$ cat config.mk
export PLATFORM = sky130hd
export DESIGN_NAME = lane_fabric_top
export DESIGN_NICKNAME = d
export VERILOG_FILES = /design/src/verilog/lane_pkg.sv /design/src/verilog/cfg_regs.sv /design/src/verilog/lane_distributor.sv /design/src/verilog/lane_fabric_top.sv /design/src/verilog/lane_stage.sv
export SDC_FILE = /design/constraint.sdc
export NUM_CORES = 1
export LEC_CHECK = 0
export BUFFER_PORTS_ARGS = -buffer_cell sky130_fd_sc_hd__clkbuf_2
export CORE_ASPECT_RATIO = 0.75
export CORE_MARGIN = 2
export CORE_UTILIZATION = 56
export CTS_BUF_LIST = sky130_fd_sc_hd__clkbuf_8 sky130_fd_sc_hd__clkbuf_16
export DETAILED_ROUTE_END_ITERATION = 16
export GPL_TIMING_DRIVEN = 0
export MAX_ROUTING_LAYER = met4
export PLACE_DENSITY = 0.75
export SYNTH_ARGS = -nofsm -noshare
export SYNTH_HDL_FRONTEND = slang
export SYNTH_SLANG_ARGS = --single-unit
$ cat constraint.sdc
create_clock -name clk -period 21.6 [get_ports clk]
set_clock_uncertainty 0.05 [all_clocks]
set_input_delay 3.24 -clock clk [delete_from_list [all_inputs] [get_ports clk]]
set_output_delay 3.24 -clock clk [all_outputs]
set_load 0.02 [all_outputs]
$ cat src/verilog/lane_pkg.sv
// Shared sizes, enums and bus structs for the three-lane fabric
// Also holds the per-lane stage order and the configuration reset values

package lane_pkg;

	// ========================================================================
	// Sizes and timing
	// ========================================================================

	localparam int WORD_W   = 32;
	localparam int LANES    = 3;
	localparam int STAGES   = 5;
	localparam int PIPE_LAT = 6;  // Distributor register plus one cycle per stage
	localparam int ROT_AMT  = 8;  // Left rotate amount of a rotate stage

	typedef logic [WORD_W-1:0] word_t;

	// ========================================================================
	// Enums
	// ========================================================================

	typedef enum logic [1:0] {
		op_rotate = 2'd0,
		op_mix    = 2'd1,
		op_add    = 2'd2
	} stage_op_e;

	// Two addresses are decoded, the rest of the space is ignored
	typedef enum logic [1:0] {
		cfg_add_const = 2'd0,
		cfg_mix_key   = 2'd1
	} cfg_addr_e;

	// ========================================================================
	// Bus structs
	// ========================================================================

	typedef struct packed {
		logic                   valid;
		word_t [LANES-1:0]      word;  // Word 0 is the oldest sample of the group
	} lane_vec_t;

	typedef struct packed {
		logic  valid;
		word_t data;
	} stage_bus_t;

	typedef struct packed {
		word_t add_const;
		word_t mix_key;
	} cfg_t;

	// Stage kinds per lane, stage 0 sits next to the distributor
	localparam stage_op_e LANE_OPS [LANES][STAGES] = '{
		'{op_rotate, op_rotate, op_mix,    op_mix,    op_mix},
		'{op_mix,    op_add,    op_mix,    op_rotate, op_add},
		'{op_add,    op_add,    op_rotate, op_rotate, op_rotate}
	};

	localparam word_t CFG_ADD_RESET = 32'h0000_0001;
	localparam word_t CFG_MIX_RESET = 32'hA5A5_A5A5;

endpackage

$ cat src/verilog/cfg_regs.sv
// Configuration registers for the lanes
// Add constant and mix key, written through a plain strobe

`timescale 1ns/1ps

module cfg_regs (
	input  logic                 clk,
	input  logic                 rst,
	input  logic                 cfg_we,
	input  lane_pkg::cfg_addr_e  cfg_addr,
	input  lane_pkg::word_t      cfg_wdata,
	output lane_pkg::cfg_t       cfg
);

	lane_pkg::word_t add_const_q;
	lane_pkg::word_t mix_key_q;

	// ========================================================================
	// Register writes
	// ========================================================================

	always_ff @(posedge clk or posedge rst) begin
		if (rst) begin
			add_const_q <= lane_pkg::CFG_ADD_RESET;
		end else if (cfg_we && (cfg_addr == lane_pkg::cfg_add_const)) begin
			add_const_q <= cfg_wdata;
		end
	end

	always_ff @(posedge clk or posedge rst) begin
		if (rst) begin
			mix_key_q <= lane_pkg::CFG_MIX_RESET;
		end else if (cfg_we && (cfg_addr == lane_pkg::cfg_mix_key)) begin
			mix_key_q <= cfg_wdata;
		end
	end

	// Writes to any other address fall through both decodes above

	// ========================================================================
	// Output to the stages
	// ========================================================================

	// New values reach the stages on the cycle after the write edge
	always_comb begin
		cfg.add_const = add_const_q;
		cfg.mix_key   = mix_key_q;
	end

endmodule

$ cat src/verilog/lane_distributor.sv
// Input side of the fabric
// Groups three valid samples and issues them to the lanes in one cycle

`timescale 1ns/1ps

module lane_distributor (
	input  logic                  clk,
	input  logic                  rst,
	input  logic                  in_valid,
	input  lane_pkg::word_t       in_data,
	output lane_pkg::lane_vec_t   lane_vec
);

	localparam logic [1:0] LAST_CNT = 2'(lane_pkg::LANES - 1);

	logic [1:0]                          grp_cnt;   // Samples already held, 0 to 2
	lane_pkg::word_t [lane_pkg::LANES-1:0] hold_q;
	lane_pkg::word_t [lane_pkg::LANES-1:0] hold_next;
	logic                                grp_done;

	// New sample enters at the top so the oldest ends up in word 0
	always_comb begin
		hold_next = {in_data, hold_q[lane_pkg::LANES-1:1]};
		grp_done  = in_valid && (grp_cnt == LAST_CNT);
	end

	// ========================================================================
	// Holding register and group counter
	// ========================================================================

	always_ff @(posedge clk or posedge rst) begin
		if (rst) begin
			hold_q  <= '0;
			grp_cnt <= '0;
		end else if (in_valid) begin
			hold_q <= hold_next;
			if (grp_done)
				grp_cnt <= '0;
			else
				grp_cnt <= grp_cnt + 2'd1;
		end
	end

	// Lane vector, valid for one cycle per completed group
	always_ff @(posedge clk or posedge rst) begin
		if (rst) begin
			lane_vec <= '0;
		end else begin
			lane_vec.valid <= grp_done;
			if (grp_done)
				lane_vec.word <= hold_next;  // Words stay put between groups
		end
	end

endmodule

$ cat src/verilog/lane_fabric_top.sv
// Top level of the three-lane fabric
// Distributor, configuration block, five-stage lanes and the XOR merge

`timescale 1ns/1ps

module lane_fabric_top (
	input  logic                 clk,
	input  logic                 rst,
	input  logic                 in_valid,
	input  lane_pkg::word_t      in_data,
	input  logic                 cfg_we,
	input  lane_pkg::cfg_addr_e  cfg_addr,
	input  lane_pkg::word_t      cfg_wdata,
	output logic                 out_valid,
	output lane_pkg::word_t      out_data
);

	lane_pkg::lane_vec_t   lane_vec;
	lane_pkg::cfg_t        cfg;

	// Bus between stages, index 0 is the lane input and STAGES the lane result
	lane_pkg::stage_bus_t  chain [lane_pkg::LANES][lane_pkg::STAGES+1];

	// ========================================================================
	// Input side and configuration
	// ========================================================================

	lane_distributor lane_distributor_i (
		.clk      (clk),
		.rst      (rst),
		.in_valid (in_valid),
		.in_data  (in_data),
		.lane_vec (lane_vec)
	);

	cfg_regs cfg_regs_i (
		.clk       (clk),
		.rst       (rst),
		.cfg_we    (cfg_we),
		.cfg_addr  (cfg_addr),
		.cfg_wdata (cfg_wdata),
		.cfg       (cfg)
	);

	// ========================================================================
	// Lanes
	// ========================================================================

	for (genvar l = 0; l < lane_pkg::LANES; l++) begin : g_lane
		assign chain[l][0].valid = lane_vec.valid;
		assign chain[l][0].data  = lane_vec.word[l];  // Lane k takes word k

		for (genvar s = 0; s < lane_pkg::STAGES; s++) begin : g_stage
			lane_stage lane_stage_i (
				.clk       (clk),
				.rst       (rst),
				.op        (lane_pkg::LANE_OPS[l][s]),
				.cfg       (cfg),
				.stage_in  (chain[l][s]),
				.stage_out (chain[l][s+1])
			);
		end
	end

	// ========================================================================
	// Output merge
	// ========================================================================

	// All lanes run in lockstep so lane 0 carries the output valid
	assign out_valid = chain[0][lane_pkg::STAGES].valid;

	always_comb begin
		out_data = '0;
		for (int l = 0; l < lane_pkg::LANES; l++)
			out_data = out_data ^ chain[l][lane_pkg::STAGES].data;
	end

endmodule

$ cat src/verilog/lane_stage.sv
// One registered stage of a lane
// Rotate, key mix or constant add, chosen by the op input

`timescale 1ns/1ps

module lane_stage (
	input  logic                  clk,
	input  logic                  rst,
	input  lane_pkg::stage_op_e   op,
	input  lane_pkg::cfg_t        cfg,
	input  lane_pkg::stage_bus_t  stage_in,
	output lane_pkg::stage_bus_t  stage_out
);

	localparam int W = lane_pkg::WORD_W;
	localparam int R = lane_pkg::ROT_AMT;

	lane_pkg::word_t rot_word;
	lane_pkg::word_t mix_word;
	lane_pkg::word_t add_word;
	lane_pkg::word_t next_word;

	// ========================================================================
	// Transforms
	// ========================================================================

	// Left rotate, the top byte wraps around to the bottom
	assign rot_word = {stage_in.data[W-R-1:0], stage_in.data[W-1:W-R]};

	// Key mix only applies to odd words
	always_comb begin
		if (stage_in.data[0])
			mix_word = stage_in.data ^ cfg.mix_key;
		else
			mix_word = stage_in.data;
	end

	assign add_word = stage_in.data + cfg.add_const;  // Wraps modulo 2^32

	always_comb begin
		case (op)
			lane_pkg::op_rotate: next_word = rot_word;
			lane_pkg::op_mix:    next_word = mix_word;
			lane_pkg::op_add:    next_word = add_word;
			default:             next_word = stage_in.data;
		endcase
	end

	// ========================================================================
	// Stage register
	// ========================================================================

	// Data is registered every cycle, the valid bit marks the useful ones
	always_ff @(posedge clk or posedge rst) begin
		if (rst) begin
			stage_out.valid <= 1'b0;
			stage_out.data  <= '0;
		end else begin
			stage_out.valid <= stage_in.valid;
			stage_out.data  <= next_word;
		end
	end

endmodule
==> results of run 1 <==
==> power by group <==
group	switching [uW]	internal, uW	leakage [uW]
logic	1330	931	0.00584
clock network	502	698	0.00115
registers	384	1920	0.00856
==> kinds of logic (layout without fill, tap and decap cells) <==
family	Yosys count	count (layout)	synth area share (%)
DFF	712	712	60.39
buffers and inverters	94	331	1.195
adders and majority gates	128	128	5.524
xor gates and xnor gates	330	330	9.785
muxes	131	131	4.986
and+or+nand+nor	723	723	10.20
AOI/OAI and AO/OA	342	342	7.917
==> per-stage QoR <==
stage	area, um2	worst slack (ns)	util (%)
6_report	33540	16.55	64.75
5_1_grt	33540	16.50	64.75
4_1_cts	33540	16.57	64.75
3_5_place_dp	31290	16.13	60.40
3_3_place_gp	30930	5.392	59.71
2_1_floorplan	29540	8.574	-
==> flip-flops by register name, indices dropped and copies added (netlist names) <==
register,count
cfg_regs_i.add_const_q,32
cfg_regs_i.mix_key_q,32
g_lane.g_stage.lane_stage_i.stage_out,485
lane_distributor_i.grp_cnt,2
lane_distributor_i.hold_next,64
lane_distributor_i.lane_vec,97
==> metal layers <==
metal	up-vias	global-route usage (%)	share of wire (%)
met5	-	-	0
met4	0	9.018	3.3
met3	158	7.912	8.5
met2	663	39.99	42
met1	9432	40.85	46
li1	8641	-	-
==> worst max-delay path by stage <==
stage	start	to	slack [ns]
CTS	g_lane[0].g_stage[4].lane_stage_i.stage_out[16]	out_data[16]	16.57
global route	in_valid	lane_distributor_i.lane_vec[6]	16.50
global placement	rst	g_lane[2].g_stage[3].lane_stage_i.stage_out[15]	5.39
finish	g_lane[0].g_stage[4].lane_stage_i.stage_out[16]	out_data[16]	16.55
floorplan	rst	cfg_regs_i.add_const_q[10]	8.57
detailed placement	in_valid	lane_distributor_i.lane_vec[6]	16.13
==> cell type report <==
cell class / instances / area share [%]
Clock buffer: 89 / 5.968
Clock inverter: 29 / 0.7535
Sequential cell: 712 / 53.18
Multi-Input combinational cell: 1654 / 33.83
Timing Repair Buffer: 119 / 2.581
Tap cell: 703 / 2.622
Buffer: 63 / 0.7050
Inverter: 31 / 0.3581
==> worst max-delay path, stage by stage, from the launching register on <==
cell and delay [ns]:
dfrtp_1 0.38, xnor2_1 0.16, xnor2_1 0.37, clkbuf_2 0.25
==> Yosys cell counts, types with 3 or more instances <==
cell type  instances  area, um2
nor3_1            24      120.1
o21bai_1          14      105.1
o31ai_1            3      22.52
a31oi_1            8      50.05
a21oi_2            3      26.28
and3_1            11      68.82
inv_1             30      112.6
dfstp_2           17      446.7
o211ai_1          11      82.58
a211oi_1          13      97.59
buf_1              8      30.03
or2_2              7      43.79
fa_1               4      80.08
o21ai_0           50      250.2
dfrtp_1          695      17390
nand3_1           25      125.1
mux2_2           129       1453
or3_1              5      31.28
nand2b_1          16      100.1
ha_1             124       1551
and2_1             3      18.77
a21oi_1          100      500.5
clkbuf_1          55      206.5
a211o_1            4      35.03
o21ai_1            9      45.04
o21a_1            22      165.2
a21o_1            61      457.9
xnor2_1          297       2601
nand2_1          512       1922
nand4_1           11      68.82
xor2_1            33      289.0
nor2b_1           11      68.82
nor2_1            82      307.8
nand3b_1           5      37.54
==> impl_results.md, run 1 <==
- Hold path start: g_lane[2].g_stage[3].lane_stage_i.stage_out[28]
- Clock-pin slew on the worst setup and hold paths: approximately 0.06 ns
- Final cell count without fillers: 3400
- Post-layout nets: ~2800
- Distinct cells, synth: 78
- Die Area: approximately 0.055 mm2
- Avg Inst Size Synth: 12.01 um2
- Hold WC Path Type: reg -> reg
- Antenna Nets Post-Route: 0
- Post-synth ARST share: 100.0%
- Drt first pass iters: 6
- Slew HR: between 30% and 40%
- Setup violators final: 0
- Critical Path Sink Type: output pin
- Root buffer cell: clkbuf_16
- Wire length per cell: between 20 and 25 um
- Post-CTS setup buffer count: 0
- Sequential fraction of the synthesis area: slightly above 60%
- WL final: between 70000 and 80000 um
- CP Data Required Time: 18.31 ns
- Post-synth EDFFs: 0
- Register area: around 0.018 mm2
- Shortest period the worst path allows: 5.046 ns
- WP data arrival: about 1.8 ns
- Final Hold Viols: 0
- Layout cells sized above 1: around 15%
- Die Wd: 269.2 um
- CTS Sinks: about 710
- Max-cap viol count: 0
- Ant. Diodes: 0
- PwrDens: approximately 170 mW/mm2
- Grt total ovfl: 0
- Min-Delay Endpoint: g_lane[2].g_stage[4].lane_stage_i.stage_out[4]
- YS warnings: 0
- Setup TNS: 0 ns
- Vias in the first global route: about 19000
- Most frequent cells in the layout: dfrtp_1, nand2_1, xnor2_1
- Initial DRC count: around 1800
- RR Startpoint: cfg_regs_i.add_const_q[1]
- Crit start category: flip-flop
- Max frequency: ~200 MHz
- Core area: between 0.05 and 0.06 mm2
- Commonest non-fill, non-tap cell in the layout: dfrtp_1
- Total power: 5772 uW
- Overall routing resource usage: 28.66%
- Initial antenna violation count: 3
- Std cell rows: 72
- Syn nets: approximately 2700
- Die height: 202.9 um
- Syn Inst Count: around 2500
- Multi-input gate area: ~0.011 mm2
- Final Slew Violations: 0
- Final Hold Slack: just under 0.3 ns
- Outcome: finished clean
- Seq cells post-synth: between 700 and 800
- Mapped Area: approximately 0.03 mm2
- Largest net degree at the start of global routing: roughly 50
- TritonCTS buffer count: 68
- Fillers: slightly below 4000
- CTS max path bufs: 3
- Post-DP HPWL: 56470 um
- Starting density of the core: 57.02%
- Crit share post-route: 23.36%
- Post-CTS Hold Fix Bufs: 0
- Crit path max fanout: 1
- IO Port Bufs: 101
- Layout area overhead: 13.55%
- CTS resizes: 0
- Unrepaired setup endpoints after global routing: false
- WS Path Type: reg -> out
- First-pass GRT wire length: approximately 110000 um
- Cell count after placement: ~3300
- CTS tree: done
- Hold path depth: 0
- DR DRC count: 0
- H-tree level count: 3
- Worst r2r dst: g_lane[2].g_stage[1].lane_stage_i.stage_out[31]
- Clk_lat worst skew: 0.61 ns
- Via-to-Cell Ratio: around 5.6
- Dominant synthesized flop cell: dfrtp_1
- # IOs: 103
- DR vias: 18890
- Peak VDD IR: about 0.083 mV
- R2R setup slack: around 18 ns
- Worst Reg-to-Reg Cells: 9
- Leak: 0.01555 uW
- Worst-Margin Slew: 0.9791 ns
- RePlAce Congestion: around 0.97
Note: power is estimated with default switching activity, not from simulation.
==> run 2, diff against run 1 <==
--- a/config.mk
+++ b/config.mk
@@ -5,6 +5,7 @@
 export SDC_FILE = /design/constraint.sdc
 export NUM_CORES = 1
 export LEC_CHECK = 0
+export ABC_AREA = 1
 export BUFFER_PORTS_ARGS = -buffer_cell sky130_fd_sc_hd__clkbuf_2
 export CORE_ASPECT_RATIO = 0.75
 export CORE_MARGIN = 2
==> constraint.sdc (replaced) <==
create_clock -name clk -period 4.4 [get_ports clk]
set_clock_uncertainty 0.05 [all_clocks]
set_input_delay 0.66 -clock clk [delete_from_list [all_inputs] [get_ports clk]]
set_output_delay 0.66 -clock clk [all_outputs]
set_load 0.02 [all_outputs]
==> run 2 against run 1 <==
- power grew to 4.9 times the previous value
- highest routed layer unchanged
- combinational power grew to 4.9 times the previous value
- largest cell class unchanged
- clock-buffer cell count down 13
- non-clock buffer count rose by 1
==> impl_results.md, run 2 <==
- Final Hold Slack: 0.2122 ns (-0.08366 ns)
- Std cell rows: 77 (+6.9%)
- Place WS: 1.619 ns (-14.51 ns)
- Max reg flops: 485 (unchanged)
- Max frequency: ~380 MHz
- Clock-pin slew on the worst setup and hold paths: 0.06 ns (about the same)
- RR Startpoint: cfg_regs_i.add_const_q[29]
- Mux share of post-synthesis cell area: 0% (-5.0 points)
- Root buffer cell: clkbuf_16
- Final Hold Viols: 0 (unchanged)
- Worst Reg-to-Reg Cells: 9 (unchanged)
- Post-DP HPWL: 75060 um (+33%)
- Worst-Margin Slew: 1.132 ns (+0.1526 ns)
- DR DRC count: 0 (unchanged)
- Die height: 214.3 um (+5.6%)
- Grt total ovfl: 0 (unchanged)
- Crit start category: input port
- Area leader, netlist: dfrtp_1
- Die Area: 0.06097 mm2 (+12%)
- Initial antenna violation count: 4 (+1)
- Die Wd: 284.5 um (+5.7%)
- Top cells by area, synth: dfrtp_1, nand2_1, inv_1
- Core area: 0.05867 mm2 (+13%)
- Worst r2r dst: g_lane[2].g_stage[1].lane_stage_i.stage_out[31]
- Crit share post-route: 59.73%
- Post-layout nets: 4255 (+49%)
- Post-synth ARST share: 100.0% (unchanged)
- IO Port Bufs: 101 (unchanged)
- Adder-Cell Fraction of Synth Area: 4.939% (-0.58 points)
- WP data arrival: 3.33 ns (+1.57 ns)
- Wire length per cell: 19.91 um (-9.1%)
- Setup crit end: cfg_regs_i.mix_key_q[26]
- Most common cell in the netlist: nand2_1
- Syn Inst Count: 3866 (+57%)
- Setup ws final: 1.772 ns (-14.78 ns)
- Post-synth top cells: nand2_1, inv_1, dfrtp_1
- CTS max path bufs: 3 (unchanged)
- Initial DRC count: 2682 (+47%)
- Hold WC Path Type: in -> reg
- Layout cells sized above 1: 7.398% (-7.7 points)
- Most frequent cells in the layout: nand2_1, inv_1, dfrtp_1
- Largest net degree at the start of global routing: 46 (-6.1%)
- Main combinational cell family by area after synthesis: simple AND/OR/NAND/NOR gates
- Outcome: finished clean
- Avg Inst Size Synth: 8.545 um2 (-29%)
- Starting density of the core: 56.30% (-0.72 points)
- Dominant synthesized flop cell: dfrtp_1
- Vias in the first global route: 23730 (+26%)
- Mapped Area: 0.03303 mm2 (+12%)
- Peak VDD IR: 0.3483 mV (+320%)
- Post-synth top area share: 52.65% (-6.2 points)
- Layout area overhead: 12.56%
- Setup violators final: 0 (unchanged)
- R2R setup slack: 1.81 ns (-16.11 ns)
- Leak: 0.02094 uW (+35%)
- Via-to-Cell Ratio: 5.097 (-8.3%)
- WL final: 97620 um (+31%)
- Synth Area in Compound Gates: 4.439% (-3.5 points)
- CP Data Required Time: 5.10 ns (-13.21 ns)
- Post-CTS setup buffer count: 0 (unchanged)
- WS Path Type: in -> async
- First-pass GRT wire length: 147500 um (+31%)
- Final Slew Violations: 0 (unchanged)
- Drt first pass iters: 5 (-1)
- Overall routing resource usage: 33.97% (+5.3 points)
- Commonest non-fill, non-tap cell in the layout: nand2_1
- CTS tree: done
- H-tree level count: 3 (unchanged)
- Crit path from: rst
- Seq cells post-synth: 712 (unchanged)
- PwrDens: 763.9 mW/mm2 (+340%)
- TritonCTS buffer count: 69 (+1.5%)
- Sequential fraction of the synthesis area: 54.00% (-6.4 points)
- Post-synth EDFFs: 0 (unchanged)
- DR vias: 24990 (+32%)
- Synth Area in Simple Gates: 20.11% (+9.9 points)
- CTS Sinks: 712 (unchanged)
- Critical Path Sink Type: async pin
- Clk_lat worst skew: 0.64 ns (+0.03 ns)
- # IOs: 103 (unchanged)
- Setup TNS: 0 ns (unchanged)
- Synth Area in XOR/XNOR: 7.503% (-2.3 points)
- RePlAce Congestion: 0.9863 (+2.1%)
- Shortest period the worst path allows: approximately 2.6 ns
- Unrepaired setup endpoints after global routing: false
- Max-cap viol count: 0 (unchanged)
- Crit path max fanout: 44 (+43)
- Most flop-heavy register: g_lane.g_stage.lane_stage_i.stage_out
- Antenna Nets Post-Route: 0 (unchanged)
- Slew HR: 24.55% (-10 points)
- Distinct cells, synth: 28 (-64%)
- YS warnings: 0 (unchanged)
- Syn nets: 4064 (+53%)
-- run 2: changes by cell type after synthesis, sizes merged, moves of 18 or more --
cell / delta
nand2: +869
inv: +676
xnor2: -229
xor2: +182
o21ai: +133
mux2: -129
nor2: +81
nand3: +80
a21o: -57
a21oi: -22
o21a: -22
buf: +18
clkbuf: -18
-- run 2: area by class of cell --
cell class	instances	area, um2
Tap cell	790	988.4
Clock buffer	76	1834
Clock inverter	47	436.7
Antenna cell	4	10.01
Fill cell	4922	21490
Inverter	707	2658
Multi-Input combinational cell	2384	12220
Buffer	63	322.8
Timing Repair Buffer	120	875.8
Sequential cell	712	17840
-- run 2: where the power goes --
| part | internal, uW | switching [uW] |
|---|---|---|
| combinational | 3750 | 7360 |
| sequential | 9350 | 1980 |
| clock | 3290 | 2670 |
| total | 16400 | 12000 |
-- run 2: how the worst min path moves through the flow --
| stage | from | to | slack (ns) | cells after the start |
|---|---|---|---|---|
| global placement | g_lane[2].g_stage[3].lane_stage_i.stage_out[6] | g_lane[2].g_stage[4].lane_stage_i.stage_out[14] | 0.28 | 0 |
| finish | cfg_wdata[31] | cfg_regs_i.mix_key_q[31] | 0.21 | 3 |
| CTS | cfg_wdata[0] | cfg_regs_i.add_const_q[0] | 0.20 | 3 |
| global route | in_data[0] | lane_distributor_i.lane_vec[64] | 0.22 | 3 |
| floorplan | lane_distributor_i.lane_vec[96] | g_lane[0].g_stage[0].lane_stage_i.stage_out[32] | 0.28 | 0 |
| detailed placement | g_lane[0].g_stage[0].lane_stage_i.stage_out[11] | g_lane[0].g_stage[1].lane_stage_i.stage_out[19] | 0.28 | 0 |
-- run 2: cells by family after synthesis --
logic type      count (synthesis)
simple gates                 1686
fa+ha+maj                     128
buf+inv                       770
xor+xnor                      283
flops                         712
compound gates                287
-- run 2: metrics by stage --
| step | power (uW) | util [%] | std cells | instance area (um2) |
|---|---|---|---|---|
| after global placement | 21990 | 58.86 | 4757 | 34530 |
| final | 28400 | 63.37 | 4903 | 37180 |
| after detailed placement | 22240 | 59.47 | 4775 | 34890 |
| after global routing | 30150 | 63.37 | 4902 | 37180 |
| after CTS | 28280 | 63.36 | 4899 | 37170 |
| after floorplan | 18130 | - | 3866 | 33040 |
-- run 2: routing by layer --
layer,vias up,part of all wire (%),GRT usage [%]
li1,11960,-,-
met1,11870,46,51.19
met2,995,41,45.89
met3,175,8.9,6.777
met4,0,3.8,11.32
met5,-,0,-
-- run 2: worst max-delay path: stages --
cell,delay (ns)
dlygate4sd3_1,0.53
clkbuf_2,0.12
clkinvlp_4,0.33
buf_12,0.30
buf_12,0.27
buf_12,0.28
buf_12,0.24
buf_12,0.26
buf_12,0.25
-- run 2: timing repair --
action                    4_1_cts  5_1_grt
hold endpoints to repair       13        0
hold buffers                    1        0
resized for setup               0        0
==> run 3, diff against run 2 <==
--- a/config.mk
+++ b/config.mk
@@ -9,12 +9,12 @@
 export BUFFER_PORTS_ARGS = -buffer_cell sky130_fd_sc_hd__clkbuf_2
 export CORE_ASPECT_RATIO = 0.75
 export CORE_MARGIN = 2
-export CORE_UTILIZATION = 56
+export CORE_UTILIZATION = 62
 export CTS_BUF_LIST = sky130_fd_sc_hd__clkbuf_8 sky130_fd_sc_hd__clkbuf_16
 export DETAILED_ROUTE_END_ITERATION = 16
 export GPL_TIMING_DRIVEN = 0
 export MAX_ROUTING_LAYER = met4
-export PLACE_DENSITY = 0.75
+export PLACE_DENSITY = 0.78
 export SYNTH_ARGS = -nofsm -noshare
 export SYNTH_HDL_FRONTEND = slang
 export SYNTH_SLANG_ARGS = --single-unit
==> constraint.sdc (replaced) <==
create_clock -name clk -period 2.7 [get_ports clk]
set_clock_uncertainty 0.05 [all_clocks]
set_input_delay 0.405 -clock clk [delete_from_list [all_inputs] [get_ports clk]]
set_output_delay 0.405 -clock clk [all_outputs]
set_load 0.02 [all_outputs]
==> run 3 against run 2 <==
- non-clock buffer count is 35 higher
- critical path type is now reg -> reg
- largest power group unchanged
- power is 66% higher
- sequential cell count stayed put
- wire length is 1.6% higher
==> impl_results.md, run 3 (synthesized netlist as in run 2, its figures left out) <==
- CTS max path bufs: 3 (unchanged)
- Vias in the first global route: 24630 (+3.8%)
- Crit path max fanout: 5 (-89%)
- Antenna Nets Post-Route: 0 (unchanged)
- Die Area: 0.05516 mm2 (-9.5%)
- Final Cell Area: 0.03760 mm2 (+1.1%)
- Most frequent cells in the layout: nand2_1, inv_1, dfrtp_1
- Starting density of the core: 62.57% (+6.3 points)
- Metal3 WL: 10140 um (+17%)
- Layout cells sized above 1: 7.503% (+0.10 points)
- Crit-path cells: ha_1 -> fa_1 -> nand3_1 -> nand3_1 -> nand2_1 -> nand2_2 -> nand2_1 -> nand2_2 -> xor2_1
- H-tree level count: 3 (unchanged)
- Wl on met1: 44380 um (-2.2%)
- Leak: 0.02115 uW (+1.0%)
- RePlAce Congestion: 1.014 (+2.8%)
- Top Metal Used: met4
- Met2 routed WL: 41720 um (+4.6%)
- Final Hold Viols: 0 (unchanged)
- Hold WC Path Type: in -> reg
- Crit share post-route: 93.33%
- Slew HR: 39.58% (+15 points)
- Die height: 203.9 um (-4.9%)
- Post-DP HPWL: 76300 um (+1.7%)
- Initial DRC count: 2932 (+9.3%)
- Worst-Margin Slew: 0.9063 ns (-0.2254 ns)
- Max reg flops: 485 (unchanged)
- Clk_lat worst skew: 0.62 ns (-0.02 ns)
- CP Data Required Time: 3.15 ns (-1.95 ns)
- WL final: 99230 um (+1.6%)
- Final Slew Violations: 0 (unchanged)
- Commonest non-fill, non-tap cell in the layout: nand2_1
- Placement Cell Area: 0.03481 mm2 (-0.22%)
- DR DRC count: 0 (unchanged)
- Wire length per cell: 20.43 um (+2.6%)
- Peak VDD IR: 0.8887 mV (+160%)
- DR vias: 25610 (+2.5%)
- Setup violators final: 0 (unchanged)
- WS Path Type: reg -> reg
- Die Wd: 270.5 um (-4.9%)
- First-pass GRT wire length: 151100 um (+2.4%)
- Outcome: finished clean
- WP data arrival: 2.97 ns (-0.36 ns)
- Layout area overhead: 13.82%
- Overall routing resource usage: 38.61% (+4.6 points)
- # IOs: 103 (unchanged)
- Initial antenna violation count: 6 (+2)
- Std cell rows: 73 (-5.2%)
- Clock-pin slew on the worst setup and hold paths: 0.06 ns (about the same)
- IO Port Bufs: 101 (unchanged)
- Max-cap viol count: 0 (unchanged)
- Crit start category: flip-flop
- Crit-path max cell delay: 0.65 ns (+0.12 ns)
- PwrDens: 1252 mW/mm2 (+64%)
- Largest net degree at the start of global routing: 47 (+2.2%)
- CTS tree: done
- Core area: 0.05279 mm2 (-10%)
- Grt total ovfl: 0 (unchanged)
- Slowest CP cell: dfstp_2
- Max frequency: a little under 400 MHz
- Setup TNS: 0 ns (unchanged)
- Unrepaired setup endpoints after global routing: false
- Root buffer cell: clkbuf_16
- Post-layout nets: 4290 (+0.82%)
- Via-to-Cell Ratio: 5.273 (+3.5%)
- Critical Path Sink Type: flip-flop
- Drt first pass iters: 8 (+3)
- Ant. Diodes: 0 (-4)
- Most flop-heavy register: g_lane.g_stage.lane_stage_i.stage_out
- Post-CTS setup buffer count: 0 (unchanged)
- Final Hold Slack: 0.01708 ns (-0.1951 ns)
- Shortest period the worst path allows: between 2 and 3 ns
- CTS Sinks: 712 (unchanged)
- TritonCTS buffer count: 69 (unchanged)
==> run 3: cell types whose count changed in the layout (fill, tap and decap cells not counted), sizes merged <==
cell,previous run,this run
bufinv,4,8
dlygate4sd3,1,35
clkbuf,214,224
inv,725,717
buf,44,45
clkinvlp,6,8
clkinv,19,12
diode,4,0
==> run 3: worst max-delay path, delay by kind of cell (launching register included) <==
kind / cells / cell delay (ns)
XOR/XNOR: 1 / 0.26
adder cells (fa/ha/maj): 2 / 0.79
flip-flops: 1 / 0.65
AND/OR/NAND/NOR: 6 / 0.63
==> run 3: worst paths after layout <==
path | from | end | slack (ns) | cells after the start
max in group asynchronous | rst | cfg_regs_i.mix_key_q[18] | 0.67 | 8
setup reg to reg | cfg_regs_i.add_const_q[0] | g_lane[2].g_stage[0].lane_stage_i.stage_out[12] | 0.18 | 9
setup / recovery | cfg_regs_i.add_const_q[0] | g_lane[2].g_stage[0].lane_stage_i.stage_out[12] | 0.18 | 9
min in group asynchronous | rst | g_lane[0].g_stage[1].lane_stage_i.stage_out[10] | 0.27 | 3
hold reg to reg | g_lane[0].g_stage[0].lane_stage_i.stage_out[8] | g_lane[0].g_stage[1].lane_stage_i.stage_out[16] | 0.29 | 0
hold / removal | cfg_wdata[4] | cfg_regs_i.add_const_q[4] | 0.02 | 3
==> run 3: stage by stage <==
stage / utilization [%] / power, uW / cells / setup WS (ns)
after floorplan: - / 29550 / 3866 / -7.491
after global placement: 65.22 / 35800 / 4679 / -10.87
after detailed placement: 65.95 / 36250 / 4698 / 0.3286
after CTS: 71.22 / 46750 / 4857 / 0.2894
after global routing: 71.22 / 49910 / 4857 / 0.09553
final: 71.22 / 47070 / 4857 / 0.1802
==> run 3: final cells by class <==
cell class | instances | area, um2
fill | 4114 | 15190
multi-input combinational | 2384 | 12220
clock buffer | 86 | 1994
timing repair buffer | 155 | 1236
buffer | 63 | 322.8
clock inverter | 38 | 441.7
sequential | 712 | 17840
inverter | 707 | 2658
tap | 712 | 890.9
==> run 3: repair_timing <==
action                                 CTS  global route
hold buffers                            35             0
gates resized for setup                  0             0
endpoints found under the hold margin   69             0
==> run 3: metal layers <==
metal,vias to the layer above,global-route usage [%]
met3,159,7.542
met5,-,-
met4,0,10.91
li1,12030,-
met1,12260,57.08
met2,1164,54.69
==> run 3: report_power, final <==
group / internal (uW) / leakage (uW) / switching, uW
logic: 6140 / 0.0112 / 12000
registers: 15200 / 0.00874 / 3380
clock network: 6040 / 0.00122 / 4240
total: 27400 / 0.0211 / 19600
